--- config.mk ---
export PLATFORM = sky130hd
export DESIGN_NAME = axil_bridge_top
export DESIGN_NICKNAME = d
export VERILOG_FILES = /design/src/hdl/axil_bridge_pkg.sv /design/src/hdl/axis_to_axil.sv /design/src/hdl/axil_register_bank.sv /design/src/hdl/axil_bridge_top.sv
export SDC_FILE = /design/constraint.sdc
export NUM_CORES = 1
export LEC_CHECK = 0
export BUFFER_PORTS_ARGS = -buffer_cell sky130_fd_sc_hd__buf_2
export CAP_MARGIN = 20
export CORE_MARGIN = 2
export CORE_UTILIZATION = 60
export CTS_BUF_LIST = sky130_fd_sc_hd__clkbuf_8 sky130_fd_sc_hd__clkbuf_16
export CTS_CLUSTER_SIZE = 28
export DETAILED_ROUTE_END_ITERATION = 10
export PLACE_DENSITY_LB_ADDON = 0.12
export SYNTH_ARGS = -nofsm -noshare
export SYNTH_HDL_FRONTEND = slang
export SYNTH_SLANG_ARGS = --single-unit
--- constraint.sdc ---
create_clock -name clock -period 6.1 [get_ports clock]
set_clock_uncertainty 0.2 [all_clocks]
set_input_delay 0.61 -clock clock [delete_from_list [all_inputs] [get_ports clock]]
set_output_delay 0.61 -clock clock [all_outputs]
set_load 0.01 [all_outputs]
--- src/hdl/axil_bridge_pkg.sv ---
// Address and data widths, AXI response codes, and the stream and AXI-Lite bus structs
`default_nettype none

package axil_bridge_pkg;

    localparam int addr_width = 32;
    localparam int data_width = 32;

    // Only the two codes the register bank can produce
    typedef enum logic [1:0] {
        resp_okay   = 2'b00,
        resp_slverr = 2'b10
    } resp_t;

    // Stream beats
    typedef struct packed {
        logic [addr_width-1:0] addr;
        logic [data_width-1:0] data;
    } write_cmd_t;

    typedef struct packed {
        logic [addr_width-1:0] addr;
    } read_req_t;

    typedef struct packed {
        logic [data_width-1:0] data;
        resp_t                 resp;
    } read_rsp_t;

    // Everything the AXI-Lite master drives
    typedef struct packed {
        logic [addr_width-1:0] awaddr;
        logic                  awvalid;
        logic [data_width-1:0] wdata;
        logic                  wvalid;
        logic                  bready;
        logic [addr_width-1:0] araddr;
        logic                  arvalid;
        logic                  rready;
    } axil_m2s_t;

    // Everything the AXI-Lite slave drives
    typedef struct packed {
        logic                  awready;
        logic                  wready;
        resp_t                 bresp;
        logic                  bvalid;
        logic                  arready;
        logic [data_width-1:0] rdata;
        resp_t                 rresp;
        logic                  rvalid;
    } axil_s2m_t;

endpackage

`default_nettype wire

--- src/hdl/axis_to_axil.sv ---
// Stream-to-AXI-Lite bridge with separate write and read engines and a read-after-write hold
`timescale 1ns/10ps
`default_nettype none

module axis_to_axil (
    input  logic                       clock,
    input  logic                       reset,
    input  axil_bridge_pkg::write_cmd_t write_cmd,
    input  logic                       write_valid,
    output logic                       write_ready,
    input  axil_bridge_pkg::read_req_t read_req,
    input  logic                       read_req_valid,
    output logic                       read_req_ready,
    output axil_bridge_pkg::read_rsp_t read_rsp,
    output logic                       read_rsp_valid,
    input  logic                       read_rsp_ready,
    output axil_bridge_pkg::axil_m2s_t axil_out,
    input  axil_bridge_pkg::axil_s2m_t axil_in
);

    import axil_bridge_pkg::*;

    typedef enum logic [1:0] {
        write_idle,
        write_send,
        write_response
    } write_state_t;

    typedef enum logic [1:0] {
        read_idle,
        read_address,
        read_wait_data,
        read_respond
    } read_state_t;

    write_state_t write_state;
    write_cmd_t   write_beat;
    logic         aw_pending;
    logic         w_pending;
    logic         aw_accepted;
    logic         w_accepted;

    read_state_t  read_state;
    read_req_t    read_beat;

    // Write engine

    assign write_ready = (write_state == write_idle);

    // A channel is done on the edge where its valid meets its ready
    assign aw_accepted = aw_pending && axil_in.awready;
    assign w_accepted  = w_pending && axil_in.wready;

    always_ff @(posedge clock) begin
        if (!reset) begin
            write_state <= write_idle;
            aw_pending  <= 1'b0;
            w_pending   <= 1'b0;
        end else begin
            case (write_state)
                write_idle: begin
                    if (write_valid) begin
                        aw_pending  <= 1'b1;
                        w_pending   <= 1'b1;
                        write_state <= write_send;
                    end
                end
                write_send: begin
                    if (aw_accepted) begin
                        aw_pending <= 1'b0;
                    end
                    if (w_accepted) begin
                        w_pending <= 1'b0;
                    end
                    // AW and W may finish in either order, or together
                    if ((aw_accepted || !aw_pending) && (w_accepted || !w_pending)) begin
                        write_state <= write_response;
                    end
                end
                write_response: begin
                    if (axil_in.bvalid) begin
                        write_state <= write_idle;
                    end
                end
                default: begin
                    write_state <= write_idle;
                end
            endcase
        end
    end

    always_ff @(posedge clock) begin
        if (write_valid && write_ready) begin
            write_beat <= write_cmd;
        end
    end

    // Read engine

    // Reads wait for any write in flight so they always observe it
    assign read_req_ready = (read_state == read_idle) && (write_state == write_idle);
    assign read_rsp_valid = (read_state == read_respond);

    always_ff @(posedge clock) begin
        if (!reset) begin
            read_state <= read_idle;
        end else begin
            case (read_state)
                read_idle: begin
                    if (read_req_valid && read_req_ready) begin
                        read_state <= read_address;
                    end
                end
                read_address: begin
                    if (axil_in.arready) begin
                        read_state <= read_wait_data;
                    end
                end
                read_wait_data: begin
                    if (axil_in.rvalid) begin
                        read_state <= read_respond;
                    end
                end
                read_respond: begin
                    if (read_rsp_ready) begin
                        read_state <= read_idle;
                    end
                end
                default: begin
                    read_state <= read_idle;
                end
            endcase
        end
    end

    always_ff @(posedge clock) begin
        if (read_req_valid && read_req_ready) begin
            read_beat <= read_req;
        end
        // Result is held here until the response stream takes it
        if ((read_state == read_wait_data) && axil_in.rvalid) begin
            read_rsp.data <= axil_in.rdata;
            read_rsp.resp <= axil_in.rresp;
        end
    end

    // Master side of the bus

    always_comb begin
        axil_out.awaddr  = write_beat.addr;
        axil_out.awvalid = aw_pending;
        axil_out.wdata   = write_beat.data;
        axil_out.wvalid  = w_pending;
        axil_out.bready  = (write_state == write_response);
        axil_out.araddr  = read_beat.addr;
        axil_out.arvalid = (read_state == read_address);
        axil_out.rready  = (read_state == read_wait_data);
    end

endmodule

`default_nettype wire

--- src/hdl/axil_register_bank.sv ---
// AXI-Lite slave with a bank of 32-bit registers and address range checking
`timescale 1ns/10ps
`default_nettype none

module axil_register_bank #(
    parameter int register_count = 8
) (
    input  logic                       clock,
    input  logic                       reset,
    input  axil_bridge_pkg::axil_m2s_t axil_in,
    output axil_bridge_pkg::axil_s2m_t axil_out
);

    import axil_bridge_pkg::*;

    localparam int index_width = $clog2(register_count);

    logic [data_width-1:0] registers [register_count];

    logic                  aw_full;
    logic                  w_full;
    logic [addr_width-1:0] write_address;
    logic [data_width-1:0] write_data;
    logic                  bvalid;
    resp_t                 bresp;
    logic                  rvalid;
    logic [data_width-1:0] rdata;
    resp_t                 rresp;

    logic                  awready;
    logic                  wready;
    logic                  arready;
    logic                  write_fire;
    logic                  read_fire;

    // Word index is taken from bit 2 upwards
    function automatic logic in_range(input logic [addr_width-1:0] address);
        return address[addr_width-1:2] < (addr_width - 2)'(register_count);
    endfunction

    function automatic logic [index_width-1:0] word_index(
        input logic [addr_width-1:0] address
    );
        return address[index_width+1:2];
    endfunction

    // Each channel takes one item and then stalls until B has gone out
    assign awready    = !bvalid && !aw_full;
    assign wready     = !bvalid && !w_full;
    assign arready    = !rvalid;
    assign write_fire = aw_full && w_full;
    assign read_fire  = axil_in.arvalid && arready;

    always_ff @(posedge clock) begin
        if (!reset) begin
            aw_full <= 1'b0;
            w_full  <= 1'b0;
            bvalid  <= 1'b0;
            rvalid  <= 1'b0;
            for (int i = 0; i < register_count; i++) begin
                registers[i] <= '0;
            end
        end else begin
            if (axil_in.awvalid && awready) begin
                aw_full <= 1'b1;
            end
            if (axil_in.wvalid && wready) begin
                w_full <= 1'b1;
            end

            if (write_fire) begin
                aw_full <= 1'b0;
                w_full  <= 1'b0;
                bvalid  <= 1'b1;
                // Out-of-range writes are dropped and only the response reports them
                if (in_range(write_address)) begin
                    registers[word_index(write_address)] <= write_data;
                end
            end else if (bvalid && axil_in.bready) begin
                bvalid <= 1'b0;
            end

            if (read_fire) begin
                rvalid <= 1'b1;
            end else if (rvalid && axil_in.rready) begin
                rvalid <= 1'b0;
            end
        end
    end

    always_ff @(posedge clock) begin
        if (axil_in.awvalid && awready) begin
            write_address <= axil_in.awaddr;
        end
        if (axil_in.wvalid && wready) begin
            write_data <= axil_in.wdata;
        end
        if (write_fire) begin
            bresp <= in_range(write_address) ? resp_okay : resp_slverr;
        end
        if (read_fire) begin
            if (in_range(axil_in.araddr)) begin
                rdata <= registers[word_index(axil_in.araddr)];
                rresp <= resp_okay;
            end else begin
                rdata <= '0;
                rresp <= resp_slverr;
            end
        end
    end

    always_comb begin
        axil_out.awready = awready;
        axil_out.wready  = wready;
        axil_out.bresp   = bresp;
        axil_out.bvalid  = bvalid;
        axil_out.arready = arready;
        axil_out.rdata   = rdata;
        axil_out.rresp   = rresp;
        axil_out.rvalid  = rvalid;
    end

endmodule

`default_nettype wire

--- src/hdl/axil_bridge_top.sv ---
// Top level joining the stream bridge to the AXI-Lite register bank
`timescale 1ns/10ps
`default_nettype none

module axil_bridge_top #(
    parameter int register_count = 8
) (
    input  logic                       clock,
    input  logic                       reset,
    input  axil_bridge_pkg::write_cmd_t write_cmd,
    input  logic                       write_valid,
    output logic                       write_ready,
    input  axil_bridge_pkg::read_req_t read_req,
    input  logic                       read_req_valid,
    output logic                       read_req_ready,
    output axil_bridge_pkg::read_rsp_t read_rsp,
    output logic                       read_rsp_valid,
    input  logic                       read_rsp_ready
);

    import axil_bridge_pkg::*;

    // Internal AXI-Lite bus, one struct per direction
    axil_m2s_t axil_m2s;
    axil_s2m_t axil_s2m;

    axis_to_axil bridge_i (
        .clock          (clock),
        .reset          (reset),
        .write_cmd      (write_cmd),
        .write_valid    (write_valid),
        .write_ready    (write_ready),
        .read_req       (read_req),
        .read_req_valid (read_req_valid),
        .read_req_ready (read_req_ready),
        .read_rsp       (read_rsp),
        .read_rsp_valid (read_rsp_valid),
        .read_rsp_ready (read_rsp_ready),
        .axil_out       (axil_m2s),
        .axil_in        (axil_s2m)
    );

    axil_register_bank #(
        .register_count (register_count)
    ) bank_i (
        .clock    (clock),
        .reset    (reset),
        .axil_in  (axil_m2s),
        .axil_out (axil_s2m)
    );

endmodule

`default_nettype wire

Word level (Yosys, flattened, before mapping)

Memory sizes are Yosys's and may differ from the RTL's. A register that Yosys moved wholly into a read port is not among the register bits.
Cells that the tools add are included.

Register bits after elaboration: 206
Bits in latches: 0
Memory bits (writable): 256
ROM bits: 0
Output and inout port bits: 37
Logic and storage cells: 93
Memories: 1

Add/subtract/negate cells: 0
Multiply operators: 0
Div/mod/pow operators: 0
Magnitude comparators: 2
Equality and inequality tests: 14
Shift operators: 0
Muxes and demuxes: 27
Bitwise gates (word level): 1
Reductions and logical operators: 32

Memory list:

| name             | depth | width | read ports | clocked after Yosys merged registers in | wr ports | line                     | RTL |
|---|---|---|---|---|---|---|---|
| bank_i.registers | 8     | 32    | 1          | 1                                       | 8        | axil_register_bank.sv:18 | `logic [data_width-1:0] registers [register_count];` |

Operators by type and width:

| operator                                                                      | number |
|---|---|
| 30-bit by 4-bit less-than comparator with 1-bit output, second input constant | 2 |
| 32-bit 2-to-1 mux                                                             | 1 |
| 32-bit OR reduction                                                           | 1 |
| 2-bit 2-to-1 mux                                                              | 8 |
| 1-bit 2-to-1 mux                                                              | 13 |
| 1-bit logical AND                                                             | 12 |
| 2-bit != test, second input constant                                          | 5 |
| 3-bit AND reduction                                                           | 3 |
| 2-bit by 1-bit != test with 1-bit output, second input constant               | 4 |
| 2-bit one-hot mux with 4 select lines                                         | 1 |
| 1-bit zero test                                                               | 7 |
| 2-bit == test, second input constant                                          | 3 |
| 2-bit one-hot mux with 3 select lines                                         | 1 |
| 2-bit nonzero test                                                            | 3 |
| 2-bit by 1-bit == test with 1-bit output, second input constant               | 2 |
| 2-bit zero test                                                               | 2 |
| 1-bit one-hot mux with 2 select lines                                         | 2 |
| 4-bit AND reduction                                                           | 1 |
| 3-bit 2-to-1 mux                                                              | 1 |
| 1-bit logical OR                                                              | 2 |
| 2-bit OR reduction                                                            | 1 |
| 1-bit NOT                                                                     | 1 |

Depth between registers and ports, before layout

Depth in word-level cells: 7
Depth in mapped cells: 6

Modules after synthesis

A second synthesis with hierarchy kept.

Cell total of the unflattened synthesis: 1161
Area, all modules: 19647.6 µm²

Modules (own cells, without submodules):

| module             | times used | cells an instance | area an instance (µm²) | sequential area each (µm²) |
|---|---|---|---|---|
| axil_register_bank | 1          | 981               | 15292.2                | 10650.2 |
| axis_to_axil       | 1          | 180               | 4355.4                 | 4023.9 |

Worst setup path before layout

No wires, ideal clock.

Path type: reg-to-reg
Start point: register bank_i.write_address[27]
End point: memory bank_i.registers[4][0], enable pin
Library setup time: 0.466 ns
Arrival: 4.168 ns
Path slack: 1.266 ns
Stages on the path, launching flop included: 6
Buffers on the path: 1
Clock period less this slack: 4.834 ns
Path through: edfxtp_1 -> or4_4 -> or4b_1 -> or3_1 -> buf_6 -> o21ai_0

RTL lines:

| element                | line                     | RTL |
|---|---|---|
| start, declared        | axil_register_bank.sv:22 | `logic [addr_width-1:0] write_address;` |
| start signal, assigned | axil_register_bank.sv:93 | `write_address <= axil_in.awaddr;` |
| end, declared          | axil_register_bank.sv:18 |  |

==> out/results.tsv <==
metric	value	unit
dp_hpwl	19000	µm
root_buffer	clkbuf_16	
synthMuxAreaShare	9.67	%
path_clk_slew	0.06	ns
yosysTopAreaCell	edfxtp_1	
powerDensity	365	mW/mm²
syn_to_final_growth	14.4	%
grt_use_total	22.7	%
drtIter0Drc	842	
layout_common_cells	476 x edfxtp_1, 293 x nor2_1, 132 x buf_2	
yosys_warnings	0	
synthSimpleGateAreaFrac	8.80	%
grt_overflow_total	0	
synth_flop_cell	edfxtp_1	
synth.net_count	1185	
drt_pass1_iterations	5	
drive_gt1_share	24.5	%
core_region_area	0.0304	mm²
via_count	9462	
critPathRequiredTime	6.09	ns
wire_per_inst	20.7	µm
final.period_utilization	62.7	%
rows	64	
htreeDepth	2	
tightest_slew	0.977	ns
power_leakage	7.44	nW
status	finished clean	
drc	0	
initial_core_util	60.6	%
setup_violations	0	
rsz0062_at_grt	false	
synth_top_area_share	77.5	%
port_buffers	132	
timing.final.crit_period	3.83	ns
drt-vias-per-instance	5.71	
synthCells	1079	
crit_type	reg2reg	
synth_compound_area_share	0.841	%
routabilityCongestion	0.712	
grt_pass1_vias	9870	
n_antenna_cell	0	
die_h	179	µm
grt_first_pass_wirelength	53800	µm
ys_ff_latch	486	
fp.dieW	179	µm
dpl_worst_slack	1.87	ns
synth_area_leaders	edfxtp_1 78%, mux4_2 7.8%, nor2_1 6.0%	
cp-start-kind	register	
cts_resized	0	
finalNetCount	1333	
clk_latency	0.54	ns
synth.avg_cell_area	17.1	µm²
finalHoldViolCount	0	
cts_tree	done	
ir_drop	263	µV
cts_buffers	48	
synth_edf_count	476	
antenna_left	0	
layout_commonest_cell	edfxtp_1	
maxCapViolCount	0	
postCtsSetupBuffers	0	
synthArstFlopShare	0	%
syn_area	0.0184	mm²
wl	34400	µm
synth_fa_ha_area_share	0.339	%
setup_ws	2.27	ns
synth.distinct_cells	40	
hold_class	in2reg	
synth_top_family_by_area	multiplexers	
cts_num_sinks	486	
critPathArrivalTime	3.82	ns
critPathCaptureType	register	
antenna_found_initial	0	
synthXorXnorAreaFrac	0	%
ctsHoldBuffers	0	
slew_headroom	34.9	%
setup_tns	0	ns
drv_slew	0	
die-area	0.0322	mm²
yosysSeqAreaShare	78.6	%
grt_max_degree	67	
clock.fmax	0.261	GHz
crit_path_max_fanout	66	
cts_max_path_buffers	3	
pin_count	138	
kinds of logic (layout without fill, tap and decap cells):
logic type / after synthesis / in the layout
adder cells (fa/ha/maj): 5 / 5
flip-flops: 486 / 486
other: 1 / 1
AND/OR/NAND/NOR: 400 / 400
AO/OA/AOI/OAI: 25 / 25
multiplexers: 98 / 98
buffers and inverters: 64 / 247
where the power goes:
part / internal [W] / leakage, nW / switching [W]
clock: 0.00167 / 0.788 / 0.00118
sequential: 0.00401 / 4.79 / 0.0000903
combinational: 0.000298 / 1.86 / 0.000452
total: 0.00598 / 7.44 / 0.00172
layout make-up:
cell class	instances	area, µm²
inverter	5	18.8
clock inverter	36	308
timing repair buffer	157	873
sequential	486	14500
fill	2034	9330
multi-input combinational	529	3680
tap	396	495
clock buffer	49	1230
through the flow:
stage	area (µm²)	power (W)	std cells	util, %	hold slack [ns]
6_report	21100	0.00769	1658	69.3	0.0424
4_1_cts	21100	0.00775	1657	69.3	0.0255
3_5_place_dp	19500	0.00493	1572	64.2	0.205
3_3_place_gp	19500	0.00490	1572	64.2	0.201
2_1_floorplan	18400	0.00467	1079	-	0.200
5_1_grt	21100	0.00797	1658	69.3	0.0209
sequential cells by signal, summed over array words and instances, names as in the netlist:
signal                flops
bank_i.aw_full            1
bank_i.bvalid             1
bank_i.rdata             32
bank_i.registers        256
bank_i.rresp              1
bank_i.rvalid             1
bank_i.w_full             1
bank_i.write_address     30
bank_i.write_data        32
bridge_i.aw_pending       1
bridge_i.axil_out        62
bridge_i.read_beat       30
bridge_i.read_rsp        33
bridge_i.read_state       2
bridge_i.w_pending        1
bridge_i.write_state      2
Yosys cell counts (4+ instances only):
cell type  number
mux4_2         64
dfxtp_1        10
buf_6           9
a21oi_1         4
nor2b_1         5
inv_1           4
nand2_1        68
o21ai_0        10
clkbuf_1       33
buf_1           9
o21a_1          4
ha_1            5
buf_2           7
mux2i_1        33
nor4_1         11
nor2_1        293
edfxtp_1      476
path summary, 6_finish.rpt:
path | from | to | slack, ns | cells past startpoint
hold / removal | read_req[19] | bridge_i.read_beat[19]$_DFFE_PP_ | 0.04 | 1
setup reg to reg | bank_i.write_address[27]$_DFFE_PP_ | bank_i.registers[0][17]$_SDFFCE_PN0P_ | 2.27 | 6
setup / recovery | bank_i.write_address[27]$_DFFE_PP_ | bank_i.registers[0][17]$_SDFFCE_PN0P_ | 2.27 | 6
hold reg to reg | bridge_i.axil_out[64]$_DFFE_PP_ | bank_i.write_data[28]$_DFFE_PP_ | 0.21 | 0
worst max-delay path, stage by stage, from the launching register on:
cell and delay (ns):
edfxtp_1 0.36, or4_4 0.55, or4_1 0.46, or3_2 0.41, buf_4 0.39, o21ai_2 0.60
buf_4 0.49
per-layer routing:
metal | wire [µm] | global-route usage [%] | vias up
li1 | - | - | 4318
met1 | 13600 | 29.3 | 4758
met2 | 18000 | 40.7 | 336
met3 | 2040 | 3.12 | 50
met4 | 740 | 6.18 | 0
met5 | 0 | 0 | -
(Power assumes the default switching activity.)
